## config.mk

```make
export PLATFORM = sky130hd
export DESIGN_NAME = read_mux
export DESIGN_NICKNAME = d
export VERILOG_FILES = /design/src/common/soc_map_pkg.sv /design/src/verilog/read_mux.sv
export SDC_FILE = /design/constraint.sdc
export NUM_CORES = 1
export LEC_CHECK = 0
export ABC_CLOCK_PERIOD_IN_PS = 950
export BUFFER_PORTS_ARGS = -buffer_cell sky130_fd_sc_hd__buf_4
export CAP_MARGIN = 20
export CORE_AREA = 2 2 43 45
export DETAILED_ROUTE_END_ITERATION = 16
export DIE_AREA = 0 0 45 47
export PLACE_DENSITY_LB_ADDON = 0.08
export SYNTH_ARGS = -nofsm -noshare
export SYNTH_HDL_FRONTEND = slang
export SYNTH_SLANG_ARGS = --single-unit
```

## constraint.sdc

```tcl
create_clock -name vclk -period 0.95
set_input_delay 0.0475 -clock vclk [all_inputs]
set_output_delay 0.0475 -clock vclk [all_outputs]
set_load 0.05 [all_outputs]
```

## src/common/soc_map_pkg.sv

```systemverilog
package soc_map_pkg;

  // bus widths
  localparam int ADDR_W = 32;
  localparam int DATA_W = 32;
  localparam int MASK_W = 4;

  // data RAM, 1024 words = 4 KiB
  localparam int RAM_WORDS = 1024;
  localparam int RAM_AW    = $clog2(RAM_WORDS);
  localparam logic [ADDR_W-1:0] RAM_BASE = 32'h0000_0000;
  // lowest address bit compared by the RAM window
  localparam int RAM_SEL_LSB = RAM_AW + 2;

  // UART window, decoded on bits 22 and up
  localparam logic [ADDR_W-1:0] UART_BASE = 32'h0040_0000;
  localparam int UART_SEL_LSB = 22;
  // register offset is mem_addr[4:0]
  localparam int UART_OFFS_W = 5;

  // chip-select vector layout
  localparam int CS_RAM  = 0;
  localparam int CS_UART = 1;
  localparam int NUM_CS  = 2;

endpackage

```

## src/verilog/read_mux.sv

```systemverilog
module read_mux
  import soc_map_pkg::*;
(
  input  logic [NUM_CS-1:0] cs,
  input  logic [DATA_W-1:0] ram_rdata,
  input  logic [DATA_W-1:0] uart_rdata,
  output logic [DATA_W-1:0] mem_rdata
);

  // unmapped space reads as zero
  always_comb begin
    mem_rdata = '0;
    if (cs[CS_RAM]) begin
      mem_rdata = ram_rdata;
    end else if (cs[CS_UART]) begin
      mem_rdata = uart_rdata;
    end
  end

endmodule

```

==> results.toml, run 1 <==
[synth]
yosys-top-cells-count = "a22o_1, buf_6, nand2_1, buf_2, o21ai_1"
ys_top_cells_by_area = "a22o_1, buf_6, buf_2, nand2_1, nor2b_4"
yosysMostFrequentCell = "a22o_1"
synth_largest_area_cell = "a22o_1"
avgSynthCellArea_um2 = 8.22
yosysSeqAreaShare = 0
synth_top_area_share = 0.727
syn_nets = 110
syn_area_um2 = 362
postSynthCellCount = 44
ys_types = 6
yosysWarningCount = 0

[cells_and_area]
seq_cells = 0
syn2layout_area_growth_pct = 208
n_antenna_cell = 0
clkbuf_count = 0
seqCellArea_um2 = 0
design_area_um2 = 1110
nFillCells = 151
nNetsFinal = 207
utilization = 0.674
drive_gt1_frac = 0.741

[place]
place.gp.congestion = 0.708
postPlaceCellArea_um2 = 1110
dp_hpwl_um = 1780
place_ws_ps = 64.1
numPortBuffers = 98

[detailed_routing]
vias = 776
viasPerCell = 4.97
dr.first_iter.drc_count = 6
drtPass1Iterations = 4
routed_wl_um = 2000
wl_per_cell_um = 12.8
drc = 0
ant_nets = 0

[worst_setup_path]
start_kind = "input pin"
crit_type = "in2out"
crit_fanout = 16
worstPathCellList = "buf_4 -> nor2b_4 -> buf_12 -> a22o_1 -> buf_4"
end_kind = "output pin"
path_buf_inv = 3
max_stage_delay_ps = 190
required_ps = 900
cpMostUsedCell = "buf_4"
arrival_ps = 830
path_delay_family = "buffers and inverters"
cp_slowest_cell = "buf_4"

[clocking]
holdBufCountCts = 0
cts_setup_buffers = 0
post_cts_resized = 0

[floorplan]
die_h_um = 47
io_pins = 98
die_w_um = 45
initial_core_util = 0.219
core-area_um2 = 1650
rows = 15
die-area_um2 = 2120

[power_and_ir_drop]
finalPower_mw = 0.908
ir_drop_mv = 0.424
power_density_nw_per_um2 = 815
leakage_nw = 0.633

[sta]
setup_violations = 0
maxSlewViolCount = 0
rsz0062_at_grt = "no"
hold_viol_final = 0
relSlewSlack = 0.876
tns_ps = 0
max_clock_freq_mhz = 1140
period_share = 0.921
worst_slack_ps = 74.9
tightest_slew_ps = 185
timing.final.crit_period_ps = 875

[status]
status = "finished, final reports clean"

[grt]
grt_max_degree = 21
antenna_found_initial = 0
first_global_vias = 676
track_usage = 0.166
grt_pass1_wl_um = 2770
overflow = 0

[worst_hold_path]
hp-class = "in2out"

[job]
maxCapViolations = 0
[logic make-up after synthesis]
group           after synthesis  synth area share
compound gates               32             0.754
buf+inv                       7             0.166
simple gates                  5            0.0796
[through the flow]
step	cells	hold WS [ps]
2_1_floorplan	44	417
3_3_place_gp	156	465
3_5_place_dp	156	466
4_1_cts	156	466
5_1_grt	156	475
6_report	156	464
[worst paths after layout]
kind | startpoint | endpoint | slack, ps | cells after the start
setup / recovery | cs[0] | mem_rdata[16] | 70 | 5
hold / removal | ram_rdata[29] | mem_rdata[29] | 460 | 4
[cell usage in the layout (no fill, tap or decap)]
cell type	instances
nor2b_4	1
a22o_1	30
nand2_1	4
o21ai_1	2
buf_4	100
buf_12	2
[metal layers]
metal  up-vias  wire length [um]  track usage
met5         -                 0            0
met3         2               301       0.0423
met2        67              1020        0.323
met4         0                14       0.0118
met1       330               664        0.189
li1        377                 -            -
[power breakdown]
group          internal, mW  leakage (nW)  switching [mW]  total (mW)
registers                 0             0               0           0
clock network             0             0               0           0
logic                 0.395         0.633           0.512       0.908
[final cells by class]
cell class                 count  area [um2]  area share
multi-input combinational     37         302       0.271
tap                           17        21.3      0.0191
timing repair buffer         102         791       0.710
(Power assumes the default switching activity.)
==> inputs of run 2 (changes only) <==
- ABC_AREA: default -> 1
- CORE_AREA: 2 2 43 45 -> 2 2 46 48
- DIE_AREA: 0 0 45 47 -> 0 0 48 50
==> run 2 against run 1 <==
Wire length is 12% higher; critical path depth is 1 lower; design area is 12% higher; flip-flop and latch count stayed put; count of clock-buffer cells in the layout stayed put; fmax is 5.9% higher; via count is 26% higher; hold slack worse by 18 ps; synthesized area is 54% higher; die area is 13% higher; sequential share of layout area stayed put; global-route usage is 0.43 points higher; highest routed layer is now met3.
==> results.toml, run 2 <==
[detailed_routing]
dr.first_iter.drc_count = 10
drtPass1Iterations = 4
vias = 974
wl_per_cell_um = 9.96
drc = 0
ant_nets = 0
viasPerCell = 4.35
routed_wl_um = 2230

[place]
numPortBuffers = 98
postPlaceCellArea_um2 = 1240
dp_hpwl_um = 1790
place.gp.congestion = 0.738

[synth]
yosysWarningCount = 0
ys_types = 8
yosysMostFrequentCell = "nand2_1"
synth_largest_area_cell = "nand2_1"
avgSynthCellArea_um2 = 5.20
syn_area_um2 = 557
ys_top_cells_by_area = "nand2_1, nand3_1, nand3_2, buf_6, buf_8"
yosysSeqAreaShare = 0
syn_nets = 173
synth_top_area_share = 0.431
postSynthCellCount = 107
yosys-top-cells-count = "nand2_1, nand3_1, nand3_2, buf_6, buf_2"

[worst_setup_path]
critical_path.startpoint = "cs[1]"
cp_slowest_cell = "buf_4"
cpMostUsedCell = "buf_4"
end_kind = "output pin"
crit_type = "in2out"
max_stage_delay_ps = 320
arrival_ps = 780
crit_fanout = 32
worstPathCellList = "buf_4 -> nand3_1 -> nand2_1 -> buf_4"
start_kind = "input pin"
required_ps = 900

[sta]
tns_ps = 0
tightest_slew_ps = 359
period_share = 0.870
max_clock_freq_mhz = 1210
maxSlewViolCount = 0
timing.final.crit_period_ps = 827
setup_violations = 0
hold_viol_final = 0
relSlewSlack = 0.761
rsz0062_at_grt = "no"

[grt]
grtUsageMet3 = 0.0110
grt_max_degree = 33
antenna_found_initial = 0
overflow = 0
met1_usage = 0.220
track_usage = 0.170
met2_usage = 0.313
first_global_vias = 775
grt_pass1_wl_um = 3240
top_usage_layer = "met2"

[cells_and_area]
seqCellArea_um2 = 0
utilization = 0.654
mostFrequentLayoutCells = "buf_4, nand2_1, nand3_1"
design_area_um2 = 1240
drive_gt1_frac = 0.563
nFillCells = 191
multi_input_area_um2 = 450
seq_cells = 0
layout_commonest_cell = "buf_4"
clkbuf_count = 0
n_antenna_cell = 0
syn2layout_area_growth_pct = 123
nNetsFinal = 265

[power_and_ir_drop]
finalPower_mw = 0.917
leakage_nw = 0.772
power_density_nw_per_um2 = 737
ir_drop_mv = 0.455

[job]
maxCapViolations = 0

[floorplan]
initial_core_util = 0.293
io_pins = 98
core-area_um2 = 1900
die-area_um2 = 2400
rows = 16
die_h_um = 50
die_w_um = 48

[clocking]
cts_setup_buffers = 0

[status]
status = "finished, final reports clean"

[worst_hold_path]
hp-class = "in2out"
hp-start = "ram_rdata[20]"
-- run 2: final timing paths --
| check | endpoint | slack [ps] | cells after the start |
|---|---|---|---|
| setup / recovery | mem_rdata[13] | 120 | 4 |
| hold / removal | mem_rdata[20] | 450 | 4 |
-- run 2: final cells by class --
cell class | count | area share
Timing Repair Buffer | 100 | 0.604
Multi-Input combinational cell | 96 | 0.362
Tap cell | 27 | 0.0272
Inverter | 1 | 0.00704
-- run 2: repair_timing --
item | 4_1_cts | 5_1_grt
hold buffers | 0 | 0
setup endpoints to repair | 0 | 4
gates resized for setup | 0 | 1
-- run 2: cells by family after synthesis --
kind of cell,after synthesis,synth area share
buf+inv,11,0.191
simple gates,96,0.809
-- run 2: metrics by stage --
stage	hold slack, ps	instances	setup WS [ps]
after detailed placement	449	224	52.5
after CTS	451	224	51.1
after floorplan	413	107	145
after global routing	469	224	65.0
final	447	224	123
after global placement	447	224	75.5
-- run 2: metal layers --
metal  share of wire  vias up
met5               0        -
met2            0.50       53
met3            0.11        0
met4               0        0
met1            0.39      398
li1                -      523
-- run 2: critical path: cells and delay by family --
family / cells / cell delay, ps
buf+inv: 2 / 510
simple gates: 2 / 220
-- run 2: report_power, final --
part           switching, mW  leakage [nW]  internal [mW]
combinational          0.559         0.772          0.357
sequential                 0             0              0
clock                      0             0              0
