===== config.mk =====
export PLATFORM = sky130hd
export DESIGN_NAME = peripheral_uart
export DESIGN_NICKNAME = d
export VERILOG_FILES = /design/src/common/soc_map_pkg.sv /design/src/common/uart_pkg.sv /design/src/uart/peripheral_uart.sv /design/src/uart/uart_baud_timer.sv /design/src/uart/uart_rx_fsm.sv /design/src/uart/uart_tx_fsm.sv
export SDC_FILE = /design/constraint.sdc
export NUM_CORES = 1
export LEC_CHECK = 0
export BUFFER_PORTS_ARGS = -buffer_cell sky130_fd_sc_hd__buf_2
export CAP_MARGIN = 20
export CORE_ASPECT_RATIO = 0.75
export CORE_MARGIN = 2
export CORE_UTILIZATION = 35
export DETAILED_ROUTE_END_ITERATION = 10
export GPL_TIMING_DRIVEN = 0
export HOLD_SLACK_MARGIN = 0.1
export PLACE_DENSITY = 0.65
export SLEW_MARGIN = 25
export SYNTH_ARGS = -nofsm -noshare
export SYNTH_HDL_FRONTEND = slang
export SYNTH_HIERARCHICAL = 1
export SYNTH_SLANG_ARGS = --single-unit
export TNS_END_PERCENT = 30

===== constraint.sdc =====
create_clock -name clk -period 2.2 [get_ports clk]
set_input_delay 0.44 -clock clk [delete_from_list [all_inputs] [get_ports clk]]
set_output_delay 0.44 -clock clk [all_outputs]
set_load 0.01 [all_outputs]

===== src/common/soc_map_pkg.sv =====
package soc_map_pkg;

  // bus widths
  localparam int ADDR_W = 32;
  localparam int DATA_W = 32;
  localparam int MASK_W = 4;

  // data RAM, 1024 words = 4 KiB
  localparam int RAM_WORDS = 1024;
  localparam int RAM_AW    = $clog2(RAM_WORDS);
  localparam logic [ADDR_W-1:0] RAM_BASE = 32'h0000_0000;
  // lowest address bit compared by the RAM window
  localparam int RAM_SEL_LSB = RAM_AW + 2;

  // UART window, decoded on bits 22 and up
  localparam logic [ADDR_W-1:0] UART_BASE = 32'h0040_0000;
  localparam int UART_SEL_LSB = 22;
  // register offset is mem_addr[4:0]
  localparam int UART_OFFS_W = 5;

  // chip-select vector layout
  localparam int CS_RAM  = 0;
  localparam int CS_UART = 1;
  localparam int NUM_CS  = 2;

endpackage


===== src/common/uart_pkg.sv =====
package uart_pkg;

  // register offsets inside the UART window
  localparam logic [4:0] UART_STATUS = 5'h00;
  localparam logic [4:0] UART_TXDATA = 5'h08;
  localparam logic [4:0] UART_RXDATA = 5'h0C;
  localparam logic [4:0] UART_LED    = 5'h10;

  // status register bits
  localparam int ST_TX_BUSY  = 0;
  localparam int ST_RX_VALID = 1;

  // bit period in clocks, stands in for f_clk / baud
  localparam int CLKS_PER_BIT = 8;
  localparam int BAUD_CNT_W   = $clog2(CLKS_PER_BIT);

  typedef enum logic [1:0] {
    TX_IDLE,
    TX_START,
    TX_DATA,
    TX_STOP
  } tx_state_e;

  typedef enum logic [1:0] {
    RX_IDLE,
    RX_START,
    RX_DATA,
    RX_STOP
  } rx_state_e;

endpackage


===== src/uart/peripheral_uart.sv =====
module peripheral_uart
  import soc_map_pkg::*;
  import uart_pkg::*;
(
  input  logic                   clk,
  input  logic                   rst_n,
  input  logic                   cs,
  input  logic                   rd,
  input  logic                   wr,
  input  logic [UART_OFFS_W-1:0] addr,
  input  logic [DATA_W-1:0]      d_in,
  output logic [DATA_W-1:0]      d_out,
  output logic                   txd,
  input  logic                   rxd,
  output logic                   led
);

  logic              tx_start;
  logic              tx_busy;
  logic              rx_done;
  logic [7:0]        rx_byte;
  logic [7:0]        rx_data;
  logic              rx_valid;
  logic              reg_wr;
  logic              reg_rd;
  logic [DATA_W-1:0] status;

  assign reg_wr = cs & wr;
  assign reg_rd = cs & rd;

  // busy transmitter drops the write
  assign tx_start = reg_wr && (addr == UART_TXDATA) && !tx_busy;

  uart_tx_fsm u_tx (
    .clk     (clk),
    .rst_n   (rst_n),
    .tx_start(tx_start),
    .tx_byte (d_in[7:0]),
    .txd     (txd),
    .tx_busy (tx_busy)
  );

  uart_rx_fsm u_rx (
    .clk    (clk),
    .rst_n  (rst_n),
    .rxd    (rxd),
    .rx_done(rx_done),
    .rx_byte(rx_byte)
  );

  always_comb begin
    status = '0;
    status[ST_TX_BUSY]  = tx_busy;
    status[ST_RX_VALID] = rx_valid;
  end

  // newest byte wins, even over an unread one
  always_ff @(posedge clk) begin
    if (rx_done) begin
      rx_data <= rx_byte;
    end
  end

  always_ff @(posedge clk or negedge rst_n) begin
    if (!rst_n) begin
      rx_valid <= 1'b0;
      led      <= 1'b0;
      d_out    <= '0;
    end else begin
      if (rx_done) begin
        rx_valid <= 1'b1;
      end else if (reg_rd && addr == UART_RXDATA) begin
        rx_valid <= 1'b0;
      end
      if (reg_wr && addr == UART_LED) begin
        led <= d_in[0];
      end
      if (reg_rd) begin
        case (addr)
          UART_STATUS: d_out <= status;
          UART_RXDATA: d_out <= {{(DATA_W-8){1'b0}}, rx_data};
          UART_LED:    d_out <= {{(DATA_W-1){1'b0}}, led};
          default:     d_out <= '0;
        endcase
      end
    end
  end

endmodule


===== src/uart/uart_baud_timer.sv =====
module uart_baud_timer
  import uart_pkg::*;
(
  input  logic clk,
  input  logic rst_n,
  input  logic restart,
  input  logic half,
  output logic tick
);

  localparam logic [BAUD_CNT_W-1:0] FULL_LOAD = BAUD_CNT_W'(CLKS_PER_BIT - 1);
  localparam logic [BAUD_CNT_W-1:0] HALF_LOAD = BAUD_CNT_W'(CLKS_PER_BIT / 2 - 1);

  logic [BAUD_CNT_W-1:0] cnt;

  assign tick = (cnt == '0);

  // reload on restart, otherwise count down and wrap each period
  always_ff @(posedge clk or negedge rst_n) begin
    if (!rst_n) begin
      cnt <= FULL_LOAD;
    end else if (restart) begin
      cnt <= half ? HALF_LOAD : FULL_LOAD;
    end else if (tick) begin
      cnt <= FULL_LOAD;
    end else begin
      cnt <= cnt - 1'b1;
    end
  end

  // owning FSM only restarts while idle, never on an expiring period
  a_no_tick_on_restart: assert property (
    @(posedge clk) disable iff (!rst_n) restart |-> !tick
  );

endmodule


===== src/uart/uart_rx_fsm.sv =====
module uart_rx_fsm
  import uart_pkg::*;
(
  input  logic       clk,
  input  logic       rst_n,
  input  logic       rxd,
  output logic       rx_done,
  output logic [7:0] rx_byte
);

  rx_state_e  state;
  logic       rxd_meta;
  logic       rxd_s;
  logic       rxd_d;
  logic [2:0] bit_cnt;
  logic [7:0] shreg;
  logic       tick;

  // two-flop synchronizer plus one delay for edge detect
  always_ff @(posedge clk or negedge rst_n) begin
    if (!rst_n) begin
      rxd_meta <= 1'b1;
      rxd_s    <= 1'b1;
      rxd_d    <= 1'b1;
    end else begin
      rxd_meta <= rxd;
      rxd_s    <= rxd_meta;
      rxd_d    <= rxd_s;
    end
  end

  // half period loaded while idle, so first tick lands mid start bit
  uart_baud_timer u_timer (
    .clk    (clk),
    .rst_n  (rst_n),
    .restart(state == RX_IDLE),
    .half   (1'b1),
    .tick   (tick)
  );

  always_ff @(posedge clk or negedge rst_n) begin
    if (!rst_n) begin
      state   <= RX_IDLE;
      bit_cnt <= '0;
      rx_done <= 1'b0;
    end else begin
      rx_done <= 1'b0;
      case (state)
        RX_IDLE: begin
          if (rxd_d && !rxd_s) begin
            state <= RX_START;
          end
        end
        RX_START: begin
          if (tick) begin
            // line back high means a glitch, not a start bit
            state   <= rxd_s ? RX_IDLE : RX_DATA;
            bit_cnt <= '0;
          end
        end
        RX_DATA: begin
          if (tick) begin
            bit_cnt <= bit_cnt + 1'b1;
            if (bit_cnt == 3'd7) begin
              state <= RX_STOP;
            end
          end
        end
        RX_STOP: begin
          if (tick) begin
            state   <= RX_IDLE;
            rx_done <= rxd_s;
          end
        end
        default: state <= RX_IDLE;
      endcase
    end
  end

  // data sampled at bit centre, lsb arrives first
  always_ff @(posedge clk) begin
    if (state == RX_DATA && tick) begin
      shreg <= {rxd_s, shreg[7:1]};
    end
  end

  assign rx_byte = shreg;

endmodule


===== src/uart/uart_tx_fsm.sv =====
module uart_tx_fsm
  import uart_pkg::*;
(
  input  logic       clk,
  input  logic       rst_n,
  input  logic       tx_start,
  input  logic [7:0] tx_byte,
  output logic       txd,
  output logic       tx_busy
);

  tx_state_e  state;
  logic [7:0] shreg;
  logic [2:0] bit_cnt;
  logic       tick;

  // timer held in reload while idle
  uart_baud_timer u_timer (
    .clk    (clk),
    .rst_n  (rst_n),
    .restart(state == TX_IDLE),
    .half   (1'b0),
    .tick   (tick)
  );

  always_ff @(posedge clk or negedge rst_n) begin
    if (!rst_n) begin
      state   <= TX_IDLE;
      txd     <= 1'b1;
      tx_busy <= 1'b0;
      bit_cnt <= '0;
    end else begin
      case (state)
        TX_IDLE: begin
          if (tx_start) begin
            state   <= TX_START;
            txd     <= 1'b0;
            tx_busy <= 1'b1;
            bit_cnt <= '0;
          end
        end
        TX_START: begin
          if (tick) begin
            state <= TX_DATA;
            txd   <= shreg[0];
          end
        end
        TX_DATA: begin
          if (tick) begin
            if (bit_cnt == 3'd7) begin
              state <= TX_STOP;
              txd   <= 1'b1;
            end else begin
              txd     <= shreg[0];
              bit_cnt <= bit_cnt + 1'b1;
            end
          end
        end
        TX_STOP: begin
          if (tick) begin
            state   <= TX_IDLE;
            tx_busy <= 1'b0;
          end
        end
        default: state <= TX_IDLE;
      endcase
    end
  end

  // lsb first, next bit always in shreg[0]
  always_ff @(posedge clk) begin
    if (state == TX_IDLE && tx_start) begin
      shreg <= tx_byte;
    end else if (tick && (state == TX_START || state == TX_DATA)) begin
      shreg <= {1'b0, shreg[7:1]};
    end
  end

  a_busy_tracks_state: assert property (
    @(posedge clk) disable iff (!rst_n) tx_busy == (state != TX_IDLE)
  );

endmodule


==> results.cfg, run 1 <==
[global_routing]
grt_pass1_vias = 1532
grt_pass1_wl_um = 6820
grt_max_degree = 33
overflow = 0
grt_usage_pct = 10.2
antenna_found_initial = 0

[routing]
via_per_inst = 4.25
ant_nets = 0
drt_iter0_drc = 68
drcViolationCount = 0
wl_per_cell_um = 10.8
vias = 1605
drt_pass1_iterations = 4
routed_wl_um = 4100

[synth]
syn_area_um2 = 2710
synth_top_cell_area_share_pct = 26.6
synth_edf_count = 24
synth_seq_area_share_pct = 56.6
yosysWarnings = 6
synthTopCellsByArea = edfxtp_1 (27%), dfrtp_1 (20%), dfstp_2 (9.7%), buf_4 (6.9%), ha_1 (6.0%)
synthArstFlopShare_pct = 57.1
syn_inst = 218
synth-main-ff-cell = edfxtp_1
synth.largest_area_cell = edfxtp_1
avgSynthCellArea_um2 = 12.4
synthDistinctLibCells = 43
ys_seq_elements = 56

[worst_setup_path]
path_class = input pin to flop
ff2ff_path_depth = 5
cp_cell_sequence = buf_2 > nor4b_4 > nor4b_4 > nand2_1 > mux2_2
crit_fanout = 8
critical_path.most_common_cell = nor4b_4
cpMaxStageDelayCell = nor4b_4
cp.required_ns = 2.27
critPathMaxStageDelay_ns = 0.42
start_kind = input pin
arrival_ns = 2.06
reg2reg_slack_ns = 0.32
r2r-start = u_rx/u_timer/cnt[0]
path_delay_family = simple AND/OR/NAND/NOR gates
reg2reg_to = u_rx/rx_byte[0]
crit_buf_inv = 1
cp-end-kind = flop

[sta]
relSlewSlack_pct = 51.7
worst_pin_slew_ns = 0.725
finalCritPeriodShare_pct = 90.3
tns_ns = 0
final.setup.worst_slack_ns = 0.214
hold_viol = 0
rsz0062_at_grt = false
period_minus_slack_ns = 1.99
fin_skew_ns = 0.00579
setup_violations = 0
slew_viol_final = 0
fmax_ghz = 0.503

[place]
pre_cts_ws_ns = -0.465
place_congestion = 0.799
port_buffers = 28
postPlaceCellArea_um2 = 3070
dpl.hpwl_um = 3030

[cells_and_area]
fin_util_pct = 42.7
multi_input_area_um2 = 1020
most-common-layout-cells = buf_2 (29), nand2_1 (26), conb_1 (26)
n_antenna_cell = 0
drive_gt1_share_pct = 33.6
final_nets = 332
fin_area_um2 = 3180
seqCellArea_um2 = 1530
fillers = 707
area_delta_synth_final_pct = 17.2
mostFrequentLayoutCell = buf_2

[die]
ios = 77
fp.coreArea_um2 = 7430
rows = 27
die-width_um = 106
start_util_pct = 36.5
die_area_um2 = 8470
die-height_um = 80.2

[clocking]
cts_hold_buffers = 0
cts_max_level = 2
cts_tree = yes
numCtsBuffers = 5
cts_root_buf = clkbuf_8
clock_latency_ns = 0.31
clkTransAtPathRegs_ns = 0.11
cts_sinks = 56
cts_buffer_depth = 2

[pwr]
p_switching_uw = 989
p_per_area_nw_per_um2 = 961
p_total_uw = 3050
p_comb_share_pct = 33.6
swShare_pct = 32.4
vdd_drop_max_v = 0.000361
p_int_uw = 2060
p_leak_uw = 0.00145
seqPwrFrac_pct = 47.2
clockPowerShare_pct = 19.2

[min_path]
hp-class = input pin to async pin

[flow_run]
cap_violations = 0

[run_status]
outcome = finished clean
## through the flow
step                hold slack [ns]  cells
global route                  0.194    378
global placement              0.346    370
floorplan                     0.144    241
finish                        0.173    378
CTS                           0.205    378
detailed placement            0.348    370
## per-layer routing
| layer | up-vias | routed length [um] | global-route usage (%) |
|---|---|---|---|
| li1 | 821 | - | - |
| met1 | 738 | 1990 | 13.0 |
| met2 | 41 | 1800 | 16.5 |
| met3 | 5 | 252 | 2.76 |
| met4 | 0 | 55 | 4.34 |
| met5 | - | 0 | 0 |
## power groups by stage
| stage | Sequential [uW] | Combinational (uW) | Clock (uW) |
|---|---|---|---|
| after floorplan | 1440 | 827 | 0 |
| after global placement | 1450 | 1000 | 0 |
| after detailed placement | 1460 | 1040 | 0 |
| after CTS | 1450 | 1040 | 611 |
| after global routing | 1470 | 1160 | 651 |
| final | 1440 | 1030 | 585 |
## timing repair
action,4_1_cts,5_1_grt
setup buffers,0,0
setup endpoints to repair,13,8
gates resized for setup,1,1
## flip-flops by register name (all words and copies together) (netlist names), 2 cells and up, named ones only
signal / cells
u_rx/rx_byte: 8
d_out: 8
u_tx/u_timer/cnt: 3
u_tx/state: 2
u_tx/shreg: 8
u_rx/bit_cnt: 3
rx_data: 8
u_rx/u_timer/cnt: 3
u_tx/bit_cnt: 3
## synth_stat cells (2+ instances only)
cell	count
nand2_1	27
buf_4	25
edfxtp_1	24
dfrtp_1	22
inv_1	15
ha_1	13
mux2_2	11
dfstp_2	10
nor2_1	9
or3b_1	7
o21ai_1	6
mux2i_1	5
nand3_1	4
o221ai_1	4
conb_1	3
nand2b_1	3
a21boi_0	2
mux2_1	2
o211ai_1	2
## logic make-up (layout without fill, tap and decap cells)
| group | Yosys count | after routing | synth area share [%] |
|---|---|---|---|
| simple gates | 64 | 64 | 14.0 |
| flops | 56 | 56 | 56.6 |
| buf+inv | 43 | 79 | 9.74 |
| compound gates | 21 | 21 | 5.96 |
| mux | 18 | 18 | 7.25 |
| fa+ha+maj | 13 | 13 | 6.00 |
| other cells | 3 | 26 | 0.415 |
## worst max path at each step
stage | from | endpoint | slack (ns) | depth (start not counted)
after global placement | addr[1] | u_tx/shreg[3] | -0.45 | 5
after global routing | addr[1] | u_tx/shreg[1] | 0.08 | 5
final | addr[1] | u_tx/shreg[0] | 0.21 | 5
after CTS | addr[1] | u_tx/shreg[2] | 0.11 | 5
after detailed placement | addr[1] | u_tx/shreg[2] | -0.47 | 5
after floorplan | addr[1] | u_tx/shreg[0] | 0.13 | 4
## worst reg2reg max path: cells and delay by family (launching register included)
| kind | cells | cell delay (ns) |
|---|---|---|
| flip-flops | 1 | 0.38 |
| adder cells (fa/ha/maj) | 2 | 0.47 |
| AND/OR/NAND/NOR | 2 | 0.63 |
| buffers and inverters | 1 | 0.05 |
## layout make-up
cell class,count,area share (%)
plain buffers,28,6.54
clock buffers,5,2.17
clock inverters,3,0.866
inverters,15,1.77
multi-input cells,142,32.0
flip-flops and latches,56,48.3
well taps,101,3.98
repair buffers,28,4.41
Note: power is estimated with default switching activity, not from simulation.
==> run 2: changes to the inputs <==
--- a/config.mk
+++ b/config.mk
@@ -13,7 +13,7 @@
 export DETAILED_ROUTE_END_ITERATION = 10
 export GPL_TIMING_DRIVEN = 0
 export HOLD_SLACK_MARGIN = 0.1
-export PLACE_DENSITY = 0.65
+export PLACE_DENSITY = 0.68
 export SLEW_MARGIN = 25
 export SYNTH_ARGS = -nofsm -noshare
 export SYNTH_HDL_FRONTEND = slang
==> constraint.sdc (replaced) <==
create_clock -name clk -period 1.6 [get_ports clk]
set_input_delay 0.32 -clock clk [delete_from_list [all_inputs] [get_ports clk]]
set_output_delay 0.32 -clock clk [all_outputs]
set_load 0.01 [all_outputs]
==> run 2 against run 1 <==
Effect of this change: the flow now finishes with violations (negative setup slack); largest cell class unchanged; critical path depth rose by 1; setup slack got worse by 0.26 ns; design area rose by 7.3%; combinational power rose by 85%; flip-flop and latch count did not move.
==> results.cfg, run 2 (synthesis results as in run 1) <==
[routing]
ant_nets = 0
drcViolationCount = 0
routed_wl_um = 4510
vias = 1679
drt_pass1_iterations = 4
via_per_inst = 4.32
drt_iter0_drc = 84
wl_per_cell_um = 11.6

[worst_setup_path]
ff2ff_path_depth = 6
start_kind = flop
reg2reg_to = u_tx/bit_cnt[0]
cp_cell_sequence = inv_2 > ha_2 > buf_6 > nor2_1 > a211oi_4 > mux2_4
crit_fanout = 7
path_class = flop to flop
arrival_ns = 1.84
critPathMaxStageDelay_ns = 0.42
cp.required_ns = 1.79
crit_buf_inv = 2
reg2reg_slack_ns = -0.05
path_delay_family = flip-flops
cp-end-kind = flop
r2r-start = u_tx/state[0]
cpMaxStageDelayCell = dfrtp_1

[sta]
rsz0062_at_grt = true
setup_violations = 3
slew_viol_final = 0
fmax_ghz = 0.606
fin_skew_ns = 0.00812
worst_pin_slew_ns = 0.729
relSlewSlack_pct = 51.4
hold_viol = 0
final.setup.worst_slack_ns = -0.0497
period_minus_slack_ns = 1.65
finalCritPeriodShare_pct = 103

[clocking]
cts_tree = yes
cts_root_buf = clkbuf_8
clock_latency_ns = 0.31
cts_sinks = 56
cts_max_level = 2
clkTransAtPathRegs_ns = 0.10
numCtsBuffers = 5
cts_buffer_depth = 2

[cells_and_area]
fin_util_pct = 45.9
n_antenna_cell = 0
multi_input_area_um2 = 1160
seqCellArea_um2 = 1530
drive_gt1_share_pct = 42.0
final_nets = 343
fillers = 682
most-common-layout-cells = buf_4 (33), buf_2 (28), conb_1 (26)
stdcell_count = 389
mostFrequentLayoutCell = buf_4
area_delta_synth_final_pct = 25.8

[min_path]
worstHoldStart = d_in[0]
hold_path_end = led
hp-class = input pin to flop
whs_path_depth = 2

[die]
die-height_um = 80.2
start_util_pct = 36.5
die-width_um = 106
ios = 77
die_area_um2 = 8470
rows = 27
fp.coreArea_um2 = 7430

[global_routing]
grt_usage_pct = 10.8
grt_pass1_vias = 1604
grt_pass1_wl_um = 7280
overflow = 0
grt_max_degree = 33
antenna_found_initial = 0

[flow_run]
cap_violations = 0

[run_status]
violations = negative setup slack
outcome = finished with violations

[pwr]
vdd_drop_max_v = 0.000523
p_leak_uw = 0.00152
p_per_area_nw_per_um2 = 1370

[place]
dp.cells = 370
port_buffers = 28
place_congestion = 0.818
dpl.hpwl_um = 3060
==> run 2: changes by cell type in the layout (fill, tap and decap cells not counted), sizes merged <==
cell	previous run	this run
dlygate4sd3	0	2
buf	55	64
==> run 2: per-layer routing <==
| metal | wire length [um] | share of wire (%) | up-vias | global-route usage (%) |
|---|---|---|---|---|
| li1 | - | - | 841 | - |
| met1 | 2110 | 47 | 783 | 13.9 |
| met2 | 2030 | 45 | 47 | 17.0 |
| met3 | 309 | 6.8 | 8 | 3.25 |
| met4 | 61 | 1.4 | 0 | 4.74 |
| met5 | 0 | 0 | - | 0 |
==> run 2: what timing repair did <==
| action | 4_1_cts | 5_1_grt |
|---|---|---|
| pin swaps | 2 | 8 |
| gates resized for setup | 6 | 27 |
| hold endpoints to repair | 23 | 0 |
| setup buffers | 2 | 7 |
| hold buffers | 2 | 0 |
| setup endpoints to repair | 29 | 33 |
==> run 2: area by class of cell <==
cell class	count	area share (%)
Multi-Input combinational cell	142	33.9
Buffer	28	6.09
Timing Repair Buffer	39	6.97
Sequential cell	56	45.0
Tap cell	101	3.71
Inverter	15	1.65
Clock buffer	5	2.02
Clock inverter	3	0.624
==> run 2: where the power goes <==
group,total (uW),switching (uW),leakage [uW],internal [uW]
Sequential,2010,173,0.000602,1840
Clock,773,461,0.0000445,312
Combinational,1910,936,0.000869,971
Total,4690,1570,0.00152,3120
==> run 2: worst max path at each step <==
stage / cells past startpoint / end / slack, ns / startpoint
after floorplan: 5 / u_tx/bit_cnt[0] / -0.20 / addr[1]
after global placement: 5 / u_tx/shreg[1] / -0.56 / addr[1]
after detailed placement: 6 / u_tx/bit_cnt[0] / -0.58 / addr[1]
after CTS: 7 / u_tx/txd / -0.11 / addr[1]
after global routing: 6 / u_tx/bit_cnt[0] / -0.11 / u_tx/state[0]
final: 6 / u_tx/bit_cnt[0] / -0.05 / u_tx/state[0]
==> run 2: per-stage QoR <==
stage               hold slack, ns  TNS (ns)  setup WS [ns]  area (um^2)  total power [uW]
global placement             0.346    -12.50         -0.556         3090              3390
finish                       0.242   -0.0961        -0.0497         3410              4690
CTS                          0.237    -0.856         -0.109         3240              4330
global route                 0.248    -0.506         -0.109         3410              5000
floorplan                   0.0244     -2.12         -0.200         2820              3130
detailed placement           0.348    -13.21         -0.584         3090              3450
==> run 3: changes to the inputs <==
==> constraint.sdc (replaced) <==
create_clock -name clk -period 1.6 [get_ports clk]
set_input_delay 0.16 -clock clk [delete_from_list [all_inputs] [get_ports clk]]
set_output_delay 0.16 -clock clk [all_outputs]
set_load 0.01 [all_outputs]
==> run 3 against run 2 <==
Effect of this change: the flow still finishes with violations (negative setup slack); flip-flop and latch count stayed put; global-route usage is 0.58 points higher; final cell count is 0.77% higher; setup slack better by 0.033 ns; critical endpoint unchanged.
==> results.cfg, run 3 (synthesis results as in run 1) <==
[run_status]
outcome = finished with violations
violations = negative setup slack

[cells_and_area]
drive_gt1_share_pct = 42.3
n_antenna_cell = 0
fin_util_pct = 46.1
mostFrequentLayoutCell = buf_4
final_nets = 346
area_delta_synth_final_pct = 26.3
fin_area_um2 = 3420
most-common-layout-cells = buf_4 (34), buf_2 (29), conb_1 (26)

[clocking]
clock_latency_ns = 0.31
cts_max_level = 2
cts_tree = yes
cts_root_buf = clkbuf_8
cts_sinks = 56
cts_buffer_depth = 2
clkTransAtPathRegs_ns = 0.10
numCtsBuffers = 5

[global_routing]
antenna_found_initial = 0
grt_max_degree = 33
grt_usage_pct = 11.4
grt_pass1_wl_um = 7510
grt_pass1_vias = 1572
overflow = 0

[routing]
via_per_inst = 4.23
routed_wl_um = 4520
drcViolationCount = 0
drt_iter0_drc = 67
drt_pass1_iterations = 4
ant_nets = 0
vias = 1660
wl_per_cell_um = 11.5

[min_path]
hp-class = input pin to flop

[die]
rows = 27
die-height_um = 80.2
fp.coreArea_um2 = 7430
die_area_um2 = 8470
start_util_pct = 36.5
ios = 77
die-width_um = 106

[sta]
rsz0062_at_grt = true
setup_violations = 1
final.setup.worst_slack_ns = -0.0171
hold_viol = 0
fin_hold_ws_ns = 0.145
finalCritPeriodShare_pct = 101
fmax_ghz = 0.618
worst_pin_slew_ns = 0.742
slew_viol_final = 0
period_minus_slack_ns = 1.62
fin_skew_ns = 0.00788
relSlewSlack_pct = 50.5

[worst_setup_path]
crit_fanout = 6
start_kind = flop
arrival_ns = 1.82
cp.required_ns = 1.81
cp-end-kind = flop
path_class = flop to flop

[pwr]
p_per_area_nw_per_um2 = 1370
p_leak_uw = 0.00151
p_total_uw = 4700
vdd_drop_max_v = 0.000517

[place]
postPlaceCellArea_um2 = 3080
place_congestion = 0.780
pre_cts_ws_ns = -0.437
port_buffers = 28
dpl.hpwl_um = 3160

[flow_run]
cap_violations = 0
[run 3: changes by cell type in the layout (fill, tap and decap cells not counted), moves of 2 or more]
cell	before	now
nand2_4	2	0
nand2_2	0	2
dfrtp_1	22	20
dfrtp_2	0	2
[run 3: what timing repair did]
item,4_1_cts,5_1_grt
setup buffers,7,4
resized for setup,16,14
setup endpoints to repair,28,22
hold buffers,3,0
pin swaps,4,6
hold endpoints to repair,24,0
[run 3: worst paths after layout]
path | startpoint | endpoint | slack [ns] | depth (start not counted)
max | u_tx/u_timer/cnt[1] | u_tx/bit_cnt[0] | -0.02 | 6
min | d_in[6] | u_tx/shreg[6] | 0.15 | 2
max reg2reg | u_tx/u_timer/cnt[1] | u_tx/bit_cnt[0] | -0.02 | 6
min reg2reg | u_rx/rxd_meta | u_rx/rxd_s | 0.36 | 0
max in group asynchronous | rst_n | u_tx/tx_busy | 0.64 | 2
min in group asynchronous | rst_n | u_rx/bit_cnt[1] | 0.43 | 2
[run 3: report_power, final]
| group | switching (uW) | internal (uW) |
|---|---|---|
| Sequential | 164 | 1840 |
| Combinational | 901 | 990 |
| Clock | 486 | 322 |
| Total | 1550 | 3150 |
[run 3: worst max-delay path: stages (launching register included)]
cell and delay, ns:
dfstp_2 0.37, inv_1 0.09, ha_4 0.16, ha_4 0.20, nand2b_4 0.07, a211oi_4 0.30, mux2_4 0.33
[run 3: per-stage QoR]
stage | instances | TNS (ns)
finish | 392 | -0.0171
global placement | 370 | -9.18
detailed placement | 370 | -9.81
CTS | 388 | -0.0238
floorplan | 241 | -0.203
global route | 392 | -0.183
[run 3: final cells by class]
class	instances	area [um^2]
buffer	28	208
fill	679	4010
timing repair buffer	42	260
clock buffer	5	68.8
sequential	56	1540
inverter	15	56.3
multi-input combinational	142	1140
tap	101	126
clock inverter	3	27.5
[run 3: layer usage]
layer  part of all wire [%]  GRT usage [%]  vias to the layer above
met4                    1.1           4.34                        0
met1                     48           15.9                      748
met3                    7.2           2.84                        5
li1                       -              -                      847
met5                      0              0                        -
met2                     44           17.2                       60
